<file path="config.mk">
export PLATFORM = sky130hd
export DESIGN_NAME = rv_core
export DESIGN_NICKNAME = d
export VERILOG_FILES = /design/src/common/rv_pkg.sv /design/src/core/stage_reg.sv /design/src/core/decode_unit.sv /design/src/core/reg_file.sv /design/src/core/alu.sv /design/src/core/hazard_unit.sv /design/src/core/rv_core.sv
export SDC_FILE = /design/constraint.sdc
export NUM_CORES = 2
export LEC_CHECK = 0
export ABC_CLOCK_PERIOD_IN_PS = 15400
export BUFFER_PORTS_ARGS = -buffer_cell sky130_fd_sc_hd__buf_4
export CORE_UTILIZATION = 65
export DETAILED_ROUTE_END_ITERATION = 10
export PLACE_DENSITY = 0.82
export RECOVER_POWER = 50
export SYNTH_ARGS = -nofsm -noshare
export SYNTH_HDL_FRONTEND = slang
export SYNTH_HIERARCHICAL = 1
export SYNTH_SLANG_ARGS = --single-unit
export TNS_END_PERCENT = 20
</file>
<file path="constraint.sdc">
create_clock -name clk -period 15.4 [get_ports clk]
set_input_delay 4.62 -clock clk [delete_from_list [all_inputs] [get_ports clk]]
set_output_delay 4.62 -clock clk [all_outputs]
set_load 0.05 [all_outputs]
</file>
<file path="src/common/rv_pkg.sv">
`default_nettype none

package rv_pkg;

  localparam int xlen       = 32;
  localparam int reg_addr_w = 5;

  typedef logic [xlen-1:0]       word_t;
  typedef logic [reg_addr_w-1:0] reg_addr_t;

  // base opcodes of the kept instructions
  localparam logic [6:0] op_reg    = 7'b0110011;
  localparam logic [6:0] op_imm    = 7'b0010011;
  localparam logic [6:0] op_lui    = 7'b0110111;
  localparam logic [6:0] op_load   = 7'b0000011;
  localparam logic [6:0] op_store  = 7'b0100011;
  localparam logic [6:0] op_branch = 7'b1100011;
  localparam logic [6:0] op_jal    = 7'b1101111;

  // add is zero so an empty payload still decodes cleanly
  typedef enum logic [3:0] {
    alu_add,
    alu_sub,
    alu_sll,
    alu_slt,
    alu_sltu,
    alu_xor,
    alu_srl,
    alu_sra,
    alu_or,
    alu_and
  } alu_op_e;

  typedef enum logic [1:0] {wb_alu, wb_mem, wb_imm, wb_pc4} wb_sel_e;

  typedef enum logic [1:0] {fwd_reg, fwd_mem, fwd_wb} fwd_sel_e;

  typedef enum logic [1:0] {cut_flush, cut_hold, cut_push} cut_sel_e;

  typedef struct packed {
    logic       rf_write;
    logic       alu_src_imm;
    logic       dm_en;
    logic       dm_write;
    logic       branch;
    logic       jump;
    wb_sel_e    wb_sel;
    alu_op_e    alu_op;
    logic [2:0] funct3;
  } ctrl_t;

  typedef struct packed {
    word_t pc;
    word_t instr;
  } if_id_t;

  typedef struct packed {
    ctrl_t     ctrl;
    word_t     pc;
    word_t     rs1_val;
    word_t     rs2_val;
    reg_addr_t rs1;
    reg_addr_t rs2;
    reg_addr_t rd;
    word_t     imm;
  } id_ex_t;

  typedef struct packed {
    ctrl_t     ctrl;
    word_t     pc;
    word_t     alu_result;
    word_t     store_data;
    reg_addr_t rd;
    word_t     imm;
  } ex_mem_t;

  typedef struct packed {
    logic      rf_write;
    wb_sel_e   wb_sel;
    reg_addr_t rd;
    word_t     alu_result;
    word_t     load_data;
    word_t     imm;
    word_t     pc;
  } mem_wb_t;

endpackage

`default_nettype wire

</file>
<file path="src/core/stage_reg.sv">
`timescale 1ns/1ps
`default_nettype none

module stage_reg #(
  parameter type payload_t = logic
) (
  input  logic             clk,
  input  rv_pkg::cut_sel_e sel,
  input  payload_t         d,
  output payload_t         q
);

  // an all-zero payload has no register or memory write
  always_ff @(posedge clk) begin
    case (sel)
      rv_pkg::cut_flush: q <= '0;
      rv_pkg::cut_push:  q <= d;
      default:           q <= q;
    endcase
  end

endmodule

`default_nettype wire

</file>
<file path="src/core/decode_unit.sv">
`timescale 1ns/1ps
`default_nettype none

module decode_unit (
  input  rv_pkg::word_t     instr,
  output rv_pkg::reg_addr_t rs1_addr,
  output rv_pkg::reg_addr_t rs2_addr,
  output rv_pkg::reg_addr_t rd_addr,
  output rv_pkg::word_t     imm,
  output rv_pkg::ctrl_t     ctrl
);

  logic [6:0]      opcode;
  logic [2:0]      funct3;
  logic            alt;
  logic            use_rs1;
  logic            use_rs2;
  rv_pkg::alu_op_e alu_op;

  assign opcode = instr[6:0];
  assign funct3 = instr[14:12];
  assign alt    = instr[30];

  // bit 30 selects sub only for register ops, sra for both forms
  always_comb begin
    case (funct3)
      3'b000:  alu_op = (alt && opcode == rv_pkg::op_reg) ? rv_pkg::alu_sub : rv_pkg::alu_add;
      3'b001:  alu_op = rv_pkg::alu_sll;
      3'b010:  alu_op = rv_pkg::alu_slt;
      3'b011:  alu_op = rv_pkg::alu_sltu;
      3'b100:  alu_op = rv_pkg::alu_xor;
      3'b101:  alu_op = alt ? rv_pkg::alu_sra : rv_pkg::alu_srl;
      3'b110:  alu_op = rv_pkg::alu_or;
      default: alu_op = rv_pkg::alu_and;
    endcase
  end

  // main control and immediate select
  always_comb begin
    ctrl    = '0;
    imm     = '0;
    use_rs1 = 1'b0;
    use_rs2 = 1'b0;
    case (opcode)
      rv_pkg::op_reg: begin
        ctrl.rf_write = 1'b1;
        ctrl.alu_op   = alu_op;
        use_rs1       = 1'b1;
        use_rs2       = 1'b1;
      end
      rv_pkg::op_imm: begin
        ctrl.rf_write    = 1'b1;
        ctrl.alu_src_imm = 1'b1;
        ctrl.alu_op      = alu_op;
        imm              = {{20{instr[31]}}, instr[31:20]};
        use_rs1          = 1'b1;
      end
      rv_pkg::op_lui: begin
        ctrl.rf_write = 1'b1;
        ctrl.wb_sel   = rv_pkg::wb_imm;
        imm           = {instr[31:12], 12'b0};
      end
      rv_pkg::op_load: begin
        ctrl.rf_write    = 1'b1;
        ctrl.alu_src_imm = 1'b1;
        ctrl.dm_en       = 1'b1;
        ctrl.wb_sel      = rv_pkg::wb_mem;
        imm              = {{20{instr[31]}}, instr[31:20]};
        use_rs1          = 1'b1;
      end
      rv_pkg::op_store: begin
        ctrl.alu_src_imm = 1'b1;
        ctrl.dm_en       = 1'b1;
        ctrl.dm_write    = 1'b1;
        imm              = {{20{instr[31]}}, instr[31:25], instr[11:7]};
        use_rs1          = 1'b1;
        use_rs2          = 1'b1;
      end
      rv_pkg::op_branch: begin
        ctrl.branch = 1'b1;
        ctrl.funct3 = funct3;
        imm         = {{19{instr[31]}}, instr[31], instr[7], instr[30:25], instr[11:8], 1'b0};
        use_rs1     = 1'b1;
        use_rs2     = 1'b1;
      end
      rv_pkg::op_jal: begin
        ctrl.rf_write = 1'b1;
        ctrl.jump     = 1'b1;
        ctrl.wb_sel   = rv_pkg::wb_pc4;
        imm = {{11{instr[31]}}, instr[31], instr[19:12], instr[20], instr[30:21], 1'b0};
      end
      default: ;
    endcase
  end

  // unused fields read as x0, so they never trigger forwarding or bubbles
  assign rs1_addr = use_rs1 ? instr[19:15] : '0;
  assign rs2_addr = use_rs2 ? instr[24:20] : '0;
  assign rd_addr  = ctrl.rf_write ? instr[11:7] : '0;

endmodule

`default_nettype wire

</file>
<file path="src/core/reg_file.sv">
`timescale 1ns/1ps
`default_nettype none

module reg_file (
  input  logic              clk,
  input  logic              rst,
  input  rv_pkg::reg_addr_t rs1_addr,
  input  rv_pkg::reg_addr_t rs2_addr,
  output rv_pkg::word_t     rs1_data,
  output rv_pkg::word_t     rs2_data,
  input  logic              wr_en,
  input  rv_pkg::reg_addr_t wr_addr,
  input  rv_pkg::word_t     wr_data
);

  // x0 has no storage
  rv_pkg::word_t regs [31:1];

  always_ff @(posedge clk) begin
    if (rst) begin
      for (int i = 1; i < 32; i++) begin
        regs[i] <= '0;
      end
    end else if (wr_en && wr_addr != '0) begin
      regs[wr_addr] <= wr_data;
    end
  end

  assign rs1_data = (rs1_addr == '0) ? '0 : regs[rs1_addr];
  assign rs2_data = (rs2_addr == '0) ? '0 : regs[rs2_addr];

endmodule

`default_nettype wire

</file>
<file path="src/core/alu.sv">
`timescale 1ns/1ps
`default_nettype none

module alu (
  input  rv_pkg::alu_op_e op,
  input  rv_pkg::word_t   a,
  input  rv_pkg::word_t   b,
  output rv_pkg::word_t   result
);

  logic [4:0] shamt;

  assign shamt = b[4:0];

  always_comb begin
    case (op)
      rv_pkg::alu_add:  result = a + b;
      rv_pkg::alu_sub:  result = a - b;
      rv_pkg::alu_sll:  result = a << shamt;
      rv_pkg::alu_slt:  result = {31'b0, $signed(a) < $signed(b)};
      rv_pkg::alu_sltu: result = {31'b0, a < b};
      rv_pkg::alu_xor:  result = a ^ b;
      rv_pkg::alu_srl:  result = a >> shamt;
      // arithmetic shift keeps the sign bit
      rv_pkg::alu_sra:  result = $unsigned($signed(a) >>> shamt);
      rv_pkg::alu_or:   result = a | b;
      rv_pkg::alu_and:  result = a & b;
      default:          result = '0;
    endcase
  end

endmodule

`default_nettype wire

</file>
<file path="src/core/hazard_unit.sv">
`timescale 1ns/1ps
`default_nettype none

module hazard_unit (
  input  rv_pkg::reg_addr_t id_rs1,
  input  rv_pkg::reg_addr_t id_rs2,
  input  rv_pkg::reg_addr_t ex_rs1,
  input  rv_pkg::reg_addr_t ex_rs2,
  input  rv_pkg::reg_addr_t ex_rd,
  input  rv_pkg::reg_addr_t mem_rd,
  input  rv_pkg::reg_addr_t wb_rd,
  input  logic              id_branch,
  input  logic              ex_rf_write,
  input  logic              ex_is_load,
  input  logic              mem_rf_write,
  input  logic              mem_is_load,
  input  logic              wb_rf_write,
  input  logic              rst,
  input  logic              stall,
  input  logic              redirect,
  output rv_pkg::fwd_sel_e  fwd_ex_a,
  output rv_pkg::fwd_sel_e  fwd_ex_b,
  output rv_pkg::fwd_sel_e  fwd_id_a,
  output rv_pkg::fwd_sel_e  fwd_id_b,
  output rv_pkg::cut_sel_e  cut_if_id,
  output rv_pkg::cut_sel_e  cut_id_ex,
  output rv_pkg::cut_sel_e  cut_ex_mem,
  output rv_pkg::cut_sel_e  cut_mem_wb,
  output logic              pc_hold
);

  logic load_use;
  logic branch_wait;
  logic bubble;

  // writer with a nonzero rd that matches the source
  function automatic logic hit(input logic wr, input rv_pkg::reg_addr_t rd,
                               input rv_pkg::reg_addr_t src);
    return wr && rd != '0 && rd == src;
  endfunction

  // memory stage wins over writeback, it is the younger result
  function automatic rv_pkg::fwd_sel_e pick(input logic mem_hit, input logic wb_hit);
    if (mem_hit) begin
      return rv_pkg::fwd_mem;
    end
    return wb_hit ? rv_pkg::fwd_wb : rv_pkg::fwd_reg;
  endfunction

  assign fwd_ex_a = pick(hit(mem_rf_write, mem_rd, ex_rs1), hit(wb_rf_write, wb_rd, ex_rs1));
  assign fwd_ex_b = pick(hit(mem_rf_write, mem_rd, ex_rs2), hit(wb_rf_write, wb_rd, ex_rs2));
  assign fwd_id_a = pick(hit(mem_rf_write, mem_rd, id_rs1), hit(wb_rf_write, wb_rd, id_rs1));
  assign fwd_id_b = pick(hit(mem_rf_write, mem_rd, id_rs2), hit(wb_rf_write, wb_rd, id_rs2));

  assign load_use = hit(ex_is_load, ex_rd, id_rs1) || hit(ex_is_load, ex_rd, id_rs2);

  // branch compares in decode, so its sources must be forwardable already
  assign branch_wait = id_branch &&
                       (hit(ex_rf_write, ex_rd, id_rs1) || hit(ex_rf_write, ex_rd, id_rs2) ||
                        hit(mem_is_load, mem_rd, id_rs1) || hit(mem_is_load, mem_rd, id_rs2));

  assign bubble = load_use || branch_wait;

  // ==========================================================================
  // stage register priority
  // ==========================================================================

  always_comb begin
    cut_if_id  = rv_pkg::cut_push;
    cut_id_ex  = rv_pkg::cut_push;
    cut_ex_mem = rv_pkg::cut_push;
    cut_mem_wb = rv_pkg::cut_push;
    pc_hold    = 1'b0;
    if (rst) begin
      cut_if_id  = rv_pkg::cut_flush;
      cut_id_ex  = rv_pkg::cut_flush;
      cut_ex_mem = rv_pkg::cut_flush;
      cut_mem_wb = rv_pkg::cut_flush;
    end else if (stall) begin
      cut_if_id  = rv_pkg::cut_hold;
      cut_id_ex  = rv_pkg::cut_hold;
      cut_ex_mem = rv_pkg::cut_hold;
      cut_mem_wb = rv_pkg::cut_hold;
      pc_hold    = 1'b1;
    end else if (redirect && !bubble) begin
      // a waiting branch compared stale operands, its redirect is not real yet
      cut_if_id = rv_pkg::cut_flush;
    end else if (bubble) begin
      cut_if_id = rv_pkg::cut_hold;
      cut_id_ex = rv_pkg::cut_flush;
      pc_hold   = 1'b1;
    end
  end

endmodule

`default_nettype wire

</file>
<file path="src/core/rv_core.sv">
`timescale 1ns/1ps
`default_nettype none

module rv_core (
  input  logic          clk,
  input  logic          rst,
  input  logic          stall,
  output rv_pkg::word_t im_addr,
  input  rv_pkg::word_t im_rdata,
  output logic          dm_en,
  output logic          dm_write,
  output rv_pkg::word_t dm_addr,
  output rv_pkg::word_t dm_wdata,
  input  rv_pkg::word_t dm_rdata
);

  rv_pkg::if_id_t    if_d, if_q;
  rv_pkg::id_ex_t    id_d, id_q;
  rv_pkg::ex_mem_t   ex_d, ex_q;
  rv_pkg::mem_wb_t   mem_d, mem_q;

  rv_pkg::cut_sel_e  cut_if_id, cut_id_ex, cut_ex_mem, cut_mem_wb;
  rv_pkg::fwd_sel_e  fwd_ex_a, fwd_ex_b, fwd_id_a, fwd_id_b;
  logic              pc_hold;
  logic              redirect;
  logic              taken;

  rv_pkg::word_t     pc;
  rv_pkg::word_t     target;
  rv_pkg::reg_addr_t id_rs1, id_rs2, id_rd;
  rv_pkg::word_t     id_imm;
  rv_pkg::ctrl_t     id_ctrl;
  rv_pkg::word_t     rf_a, rf_b;
  rv_pkg::word_t     id_a, id_b;
  rv_pkg::word_t     ex_a, ex_b, alu_b, alu_result;
  rv_pkg::word_t     mem_fwd;
  rv_pkg::word_t     wb_data;

  function automatic rv_pkg::word_t fwd_mux(input rv_pkg::fwd_sel_e sel,
                                            input rv_pkg::word_t reg_val,
                                            input rv_pkg::word_t mem_val,
                                            input rv_pkg::word_t wb_val);
    case (sel)
      rv_pkg::fwd_mem: return mem_val;
      rv_pkg::fwd_wb:  return wb_val;
      default:         return reg_val;
    endcase
  endfunction

  // ==========================================================================
  // fetch
  // ==========================================================================

  always_ff @(posedge clk) begin
    if (rst) begin
      pc <= '0;
    end else if (!pc_hold) begin
      pc <= redirect ? target : pc + 32'd4;
    end
  end

  assign im_addr    = pc;
  assign if_d.pc    = pc;
  assign if_d.instr = im_rdata;

  stage_reg #(.payload_t(rv_pkg::if_id_t)) if_id_reg (
    .clk(clk), .sel(cut_if_id), .d(if_d), .q(if_q)
  );

  // ==========================================================================
  // decode, branch resolve
  // ==========================================================================

  decode_unit decode_unit_inst (
    .instr(if_q.instr),
    .rs1_addr(id_rs1),
    .rs2_addr(id_rs2),
    .rd_addr(id_rd),
    .imm(id_imm),
    .ctrl(id_ctrl)
  );

  reg_file reg_file_inst (
    .clk(clk),
    .rst(rst),
    .rs1_addr(id_rs1),
    .rs2_addr(id_rs2),
    .rs1_data(rf_a),
    .rs2_data(rf_b),
    .wr_en(mem_q.rf_write),
    .wr_addr(mem_q.rd),
    .wr_data(wb_data)
  );

  assign id_a = fwd_mux(fwd_id_a, rf_a, mem_fwd, wb_data);
  assign id_b = fwd_mux(fwd_id_b, rf_b, mem_fwd, wb_data);

  always_comb begin
    case (id_ctrl.funct3)
      3'b000:  taken = id_a == id_b;
      3'b001:  taken = id_a != id_b;
      3'b100:  taken = $signed(id_a) < $signed(id_b);
      3'b101:  taken = $signed(id_a) >= $signed(id_b);
      3'b110:  taken = id_a < id_b;
      3'b111:  taken = id_a >= id_b;
      default: taken = 1'b0;
    endcase
  end

  // both branch and jal targets are pc relative
  assign redirect = id_ctrl.jump || (id_ctrl.branch && taken);
  assign target   = if_q.pc + id_imm;

  assign id_d.ctrl    = id_ctrl;
  assign id_d.pc      = if_q.pc;
  assign id_d.rs1_val = id_a;
  assign id_d.rs2_val = id_b;
  assign id_d.rs1     = id_rs1;
  assign id_d.rs2     = id_rs2;
  assign id_d.rd      = id_rd;
  assign id_d.imm     = id_imm;

  stage_reg #(.payload_t(rv_pkg::id_ex_t)) id_ex_reg (
    .clk(clk), .sel(cut_id_ex), .d(id_d), .q(id_q)
  );

  // ==========================================================================
  // execute
  // ==========================================================================

  assign ex_a  = fwd_mux(fwd_ex_a, id_q.rs1_val, mem_fwd, wb_data);
  assign ex_b  = fwd_mux(fwd_ex_b, id_q.rs2_val, mem_fwd, wb_data);
  assign alu_b = id_q.ctrl.alu_src_imm ? id_q.imm : ex_b;

  alu alu_inst (
    .op(id_q.ctrl.alu_op),
    .a(ex_a),
    .b(alu_b),
    .result(alu_result)
  );

  assign ex_d.ctrl       = id_q.ctrl;
  assign ex_d.pc         = id_q.pc;
  assign ex_d.alu_result = alu_result;
  assign ex_d.store_data = ex_b;
  assign ex_d.rd         = id_q.rd;
  assign ex_d.imm        = id_q.imm;

  stage_reg #(.payload_t(rv_pkg::ex_mem_t)) ex_mem_reg (
    .clk(clk), .sel(cut_ex_mem), .d(ex_d), .q(ex_q)
  );

  // ==========================================================================
  // memory
  // ==========================================================================

  // load data is not ready here, the bubble rules keep it from being needed
  always_comb begin
    case (ex_q.ctrl.wb_sel)
      rv_pkg::wb_imm: mem_fwd = ex_q.imm;
      rv_pkg::wb_pc4: mem_fwd = ex_q.pc + 32'd4;
      default:        mem_fwd = ex_q.alu_result;
    endcase
  end

  assign dm_en    = ex_q.ctrl.dm_en;
  assign dm_write = ex_q.ctrl.dm_write;
  assign dm_addr  = ex_q.alu_result;
  assign dm_wdata = ex_q.store_data;

  assign mem_d.rf_write   = ex_q.ctrl.rf_write;
  assign mem_d.wb_sel     = ex_q.ctrl.wb_sel;
  assign mem_d.rd         = ex_q.rd;
  assign mem_d.alu_result = ex_q.alu_result;
  assign mem_d.load_data  = dm_rdata;
  assign mem_d.imm        = ex_q.imm;
  assign mem_d.pc         = ex_q.pc;

  stage_reg #(.payload_t(rv_pkg::mem_wb_t)) mem_wb_reg (
    .clk(clk), .sel(cut_mem_wb), .d(mem_d), .q(mem_q)
  );

  // ==========================================================================
  // writeback and hazards
  // ==========================================================================

  always_comb begin
    case (mem_q.wb_sel)
      rv_pkg::wb_mem: wb_data = mem_q.load_data;
      rv_pkg::wb_imm: wb_data = mem_q.imm;
      rv_pkg::wb_pc4: wb_data = mem_q.pc + 32'd4;
      default:        wb_data = mem_q.alu_result;
    endcase
  end

  hazard_unit hazard_unit_inst (
    .id_rs1(id_rs1),
    .id_rs2(id_rs2),
    .ex_rs1(id_q.rs1),
    .ex_rs2(id_q.rs2),
    .ex_rd(id_q.rd),
    .mem_rd(ex_q.rd),
    .wb_rd(mem_q.rd),
    .id_branch(id_ctrl.branch),
    .ex_rf_write(id_q.ctrl.rf_write),
    .ex_is_load(id_q.ctrl.dm_en && !id_q.ctrl.dm_write),
    .mem_rf_write(ex_q.ctrl.rf_write),
    .mem_is_load(ex_q.ctrl.dm_en && !ex_q.ctrl.dm_write),
    .wb_rf_write(mem_q.rf_write),
    .rst(rst),
    .stall(stall),
    .redirect(redirect),
    .fwd_ex_a(fwd_ex_a),
    .fwd_ex_b(fwd_ex_b),
    .fwd_id_a(fwd_id_a),
    .fwd_id_b(fwd_id_b),
    .cut_if_id(cut_if_id),
    .cut_id_ex(cut_id_ex),
    .cut_ex_mem(cut_ex_mem),
    .cut_mem_wb(cut_mem_wb),
    .pc_hold(pc_hold)
  );

endmodule

`default_nettype wire

</file>
# Yosys cells after proc, flatten, opt, wreduce, memory -nomap -nowiden
# Memories as Yosys holds them, arrays and structs flattened.
# Cells that the tools add are included.
[op_classes]
n_shift = 3
n_mux = 72
n_eq_ne = 55
reduce_logical = 56
add_sub_neg = 6
n_lt_le_gt_ge = 6
bitwise = 3
[op_table]
columns = ["cell", "count"]
rows = [
  ["$pmux W32 S10", 1],
  ["$pmux W32 S2", 5],
  ["$pmux W158 S2", 1],
  ["$pmux W148 S2", 1],
  ["$pmux W136 S2", 1],
  ["$mux W32", 5],
  ["$pmux W32 S5", 1],
  ["$lt A32 B32 Y1", 4],
  ["$pmux W64 S2", 1],
  ["$add A32 B3 Y32 const B", 3],
  ["$pmux W32 S3", 1],
  ["$add A32 B32 Y32", 2],
  ["$ge A32 B32 Y1", 2],
  ["$eq A5 B5 Y1", 10],
  ["$mux W2", 22],
  ["$and A32 B32 Y32", 1],
  ["$eq A32 B32 Y1", 1],
  ["$ne A32 B32 Y1", 1],
  ["$or A32 B32 Y32", 1],
  ["$reduce_or A32 Y1", 1],
  ["$shl A32 B5 Y32", 1],
  ["$shr A32 B5 Y32", 1],
  ["$sshr A32 B5 Y32", 1],
  ["$sub A32 B32 Y32", 1],
  ["other kinds (33)", 132],
]
[totals]
ramBits = 992
memories = 1
output_inout_bits = 98
elab_cells = 237
ff_bits = 528
[memory_table]
columns = ["name", "depth", "word_bits", "read_ports", "rd_clocked_by_memory_dff", "wr", "line", "rtl"]
rows = [
  ["reg_file_inst.regs", 31, 32, 2, 0, 31, "reg_file.sv:17", "rv_pkg::word_t regs [31:1];"],
]

# Depth between registers and ports, before layout
[logic_depth]
depth_word = 20
mapped_depth = 31

# By module
# Netlist, hierarchy kept.
[by_module_without_submodules]
columns = ["mod", "area_each_um2", "cells_per_inst", "n_inst"]
rows = [
  ["reg_file", 54631.1, 3765, 1],
  ["rv_core", 9857.0, 1390, 1],
  ["alu", 8359.3, 1181, 1],
  ["stage_reg (id_ex_reg)", 6368.6, 351, 1],
  ["stage_reg (ex_mem_reg)", 5974.5, 329, 1],
  ["stage_reg (mem_wb_reg)", 5531.6, 303, 1],
  ["stage_reg (if_id_reg)", 2606.2, 143, 1],
  ["hazard_unit", 798.3, 103, 1],
  ["decode_unit", 778.2, 120, 1],
]

# Worst setup path after synthesis
# No wires, ideal clock.
[synth_path]
kind = "input to register"
start = "input port stall"
end = "register id_ex_reg/q[0] (netlist bit), enable pin"
cell_stages = 4
setup_time_ns = 0.510
path_slack_ns = 6.715
arrival_time_ns = 8.174
path_cell_list = "nor2b_1 -> buf_4 -> clkbuf_1 -> inv_1"
[synth_between]
elab_chain_len = 4
elab_cells_between_ends = 5
cone_classes = "eq/ne: 1; mux: 2; reduce/logical: 2"
[synth_lines]
columns = ["element", "line", "rtl"]
rows = [
  ["start: declaration", "rv_core.sv:7", "input logic stall,"],
  ["$mux W2 *", "hazard_unit.sv:79", "end else if (stall) begin"],
  ["$mux W2 *", "hazard_unit.sv:74", "if (rst) begin"],
  ["via cut_id_ex[0]", "rv_core.sv:22", "rv_pkg::cut_sel_e cut_if_id, cut_id_ex, cut_ex_mem, cut_mem_wb;"],
  ["$eq A2 B2 Y1 / $logic_not A2 Y1 (equally long branches)", "stage_reg.sv:15", "case (sel)"],
  ["$reduce_bool A2 Y1 (no line) *", "--", ""],
  ["end signal: assignment", "stage_reg.sv:18", "default: q <= q;"],
  ["end: declaration", "stage_reg.sv:10", "output payload_t q"],
]
# The timed path passes the listed nets; every way through them passes the cells marked *.
# A chain may end at the register's enable or synchronous reset.

# Worst setup path in the final report
[layout_path]
start = "input port rst"
end = "register ex_mem_reg/q[81] (netlist bit), enable pin"
[layout_between]
elab_chain_len = 3
elab_cells_between_ends = 4
cone_classes = "eq/ne: 1; mux: 1; reduce/logical: 2"
[layout_lines]
columns = ["element", "line", "rtl"]
rows = [
  ["start: declaration", "rv_core.sv:6", "input logic rst,"],
  ["$mux W2 *", "hazard_unit.sv:74", ""],
  ["via cut_ex_mem[0]", "rv_core.sv:22", ""],
  ["$eq A2 B2 Y1 / $logic_not A2 Y1 (equally long branches)", "stage_reg.sv:15", ""],
  ["$reduce_bool A2 Y1 (no line) *", "--", ""],
  ["end signal: assignment", "stage_reg.sv:18", ""],
  ["end: declaration", "stage_reg.sv:10", ""],
]
# Marks and branches as above.

==> qor.csv <==
stage,metric,value,unit
status,outcome,"complete, but fails checks",
status,violations,"capacitance limit, slew limit",
power_and_ir_drop,internal_power,0.00734,W
cts,clk_pin_slew,0.06,ns
placed_design,globalplace.congestion,1.03,
power_and_ir_drop,p_comb_frac,0.117,
cells_and_area,layout-drive-gt1-share,0.148,
routing,drtPass1Iterations,10,
cells_and_area,ff_latch_area,0.0461,mm²
cells_and_area,stdcell_area,0.101,mm²
cts,cts-buffers-inserted,164,
logic_synthesis,syn_inst,7655,
sta,fmax,87.4,MHz
setup_path,end_kind,register,
power_and_ir_drop,power_switching,0.00270,W
routing,antenna_left,0,
global_routing,antenna_found_initial,28,
setup_path,cp-start-kind,input port,
cts,cts_root_buf,clkbuf_16,
power_and_ir_drop,peakVddDrop,0.0000959,V
floorplanning,die_width,383,µm
routing,drc,0,
setup_path,slowest_delay,2.40,ns
power_and_ir_drop,p_seq_frac,0.492,
setup_path,required,15.80,ns
sta,min_period,11.45,ns
routing,drtIter0Drc,11700,
power_and_ir_drop,p_sw_frac,0.269,
floorplanning,die_h,383,µm
hold_path,hold_start,id_ex_reg/q[141],
floorplanning,num_rows,139,
power_and_ir_drop,pwr_density_cell,99.5,mW/mm²
setup_path,crit_fanout,265,
setup_path,crit_type,in -> reg,
logic_synthesis,avgSynthCellArea,12.3,µm²
cells_and_area,fin_util,0.701,
hold_path,worstHoldPathCells,1,
sta,finalCritPeriodShare,0.743,
placed_design,dpl.hpwl,213000,µm
global_routing,grt_usage,0.448,
sta,final-hold-violation-count,0,
setup_path,timing.rr.start,if_id_reg/q[3],
logic_synthesis,yosys_warnings,6,
sta,tightest_slew,3.46,ns
logic_synthesis,syn_area,0.0943,mm²
global_routing,grt_pass1_wl,474000,µm
setup_path,arrival,11.85,ns
floorplanning,core,0.144,mm²
power_and_ir_drop,p_total,0.0100,W
setup_path,crit_chain,"clkbuf_1, nor2b_1, clkbuf_1, buf_12, inv_6, buf_4",
floorplanning,io-pin-count,165,
sta,rsz0062_at_grt,no,
cts,numClockSinks,1547,
routing,viasPerCell,7.52,
cts,tritoncts,yes,
hold_path,worstHoldEndpoint,ex_mem_reg/q[131],
cts,htree_levels,4,
placed_design,portBuffers,164,
cells_and_area,areaGrowthSynthToFinish,6.94,%
global_routing,grt_pass1_vias,68500,
sta,skew,0.0500,ns
cells_and_area,multi_input_area,0.0443,mm²
sta,slew_viol_final,1496,
routing,wl,333000,µm
hold_path,min_path_type,reg -> reg,
cells_and_area,nNetsFinal,7713,
cells_and_area,num-fill-cells,9857,
setup_path,cpMaxStageDelayCell,clkbuf_1,
cts,cts_hold_buf,0,
placed_design,place_area,0.0962,mm²
cts,cts_post_setup_buffers_inserted,0,
setup_path,r2r_cells,24,
cts,clk_latency,0.82,ns
global_routing,grt_max_degree,266,
setup_path,crit_top_cell,clkbuf_1,
sta,relSlewSlack,-1.31,
routing,routedWlPerCell,35.0,µm
floorplanning,start_util,0.656,
floorplanning,die_area,0.147,mm²
setup_path,rr_endpoint,if_id_reg/q[47],
flow_run,cap_violations,43,
power_and_ir_drop,power_frac_clock,0.391,
setup_path,r2r_slack,5.29,ns
power_and_ir_drop,leakage,37.0,nW
routing,via_count,71600,
sta,finalSetupViolCount,0,
cts,cts_resized,0,
global_routing,grt_overflow,0,
sta,tns,0,ns
cts,cts_buffer_depth,3,
==> cells in the final DEF, fill, tap and decap left out, drive strengths merged, types with 31 or more instances in the layout <==
master and count:
edfxtp 1515, nand3 88, nand4 45, a22o 79
mux2i 373, dfxtp 32, o21ai 277, nor4 59
buf 208, a22oi 226, xor2 75, a21oi 252
ha 173, nor2 279, inv 179, nor2b 72
mux4 447, a221oi 31, a211oi 98, a2111oi 64
nor3 84, nand2 265, clkinv 67, clkbuf 346
a21o 70, xnor2 75, and2 1032, mux2 85
o22ai 77, conb 32, or2 33, and3b 493
==> how the worst max path moves through the flow <==
| stage | to | start | slack [ns] |
|---|---|---|---|
| 6_report | ex_mem_reg/q[81] | rst | 3.95 |
| 5_1_grt | ex_mem_reg/q[81] | rst | 3.55 |
| 4_1_cts | if_id_reg/q[47] | if_id_reg/q[3] | 5.61 |
| 3_5_place_dp | if_id_reg/q[47] | if_id_reg/q[3] | 5.66 |
| 3_3_place_gp | if_id_reg/q[26] | if_id_reg/q[3] | 5.87 |
| 2_1_floorplan | id_ex_reg/q[0] | stall | 6.82 |
==> power groups by stage <==
stage | clock network, W | registers [W] | logic [W]
global route | 0.00407 | 0.00495 | 0.00121
floorplan | 0 | 0.00499 | 0.000708
detailed placement | 0 | 0.00501 | 0.00113
CTS | 0.00392 | 0.00493 | 0.00113
global placement | 0 | 0.00500 | 0.00111
finish | 0.00392 | 0.00494 | 0.00118
==> registers in the layout, indices dropped and copies added, names as in the netlist <==
name                flops
if_id_reg/q            64
mem_wb_reg/q          136
im_addr                32
id_ex_reg/q           153
ex_mem_reg/q          138
reg_file_inst/regs   1024
==> routing by layer <==
metal  track usage  vias to the layer above  part of all wire
li1              -                    28800                 -
met1         0.571                    34900              0.33
met2         0.665                     6426              0.43
met3         0.146                     1532              0.16
met4         0.277                       20             0.079
met5             0                        -           0.00035
==> cell type report <==
cell class                      count  share of cell area
Tap cell                         1903              0.0236
Antenna cell                       11            0.000273
Clock inverter                     95             0.00905
Timing Repair Buffer              349              0.0215
Clock buffer                      205              0.0426
Inverter                          171             0.00654
Multi-Input combinational cell   5237               0.439
Sequential cell                  1547               0.457
==> through the flow <==
stage	cells	hold WS [ns]	setup slack [ns]
finish	9518	0.560	3.95
global placement	9206	0.532	5.87
floorplan	7686	0.539	6.82
CTS	9506	0.561	5.61
global route	9507	0.572	3.55
detailed placement	9206	0.548	5.66
==> worst max-delay path: cells and delay by family <==
kind,cells,cell delay (ns)
buffers and inverters,5,5.51
AND/OR/NAND/NOR,1,1.44
(Power assumes the default switching activity.)
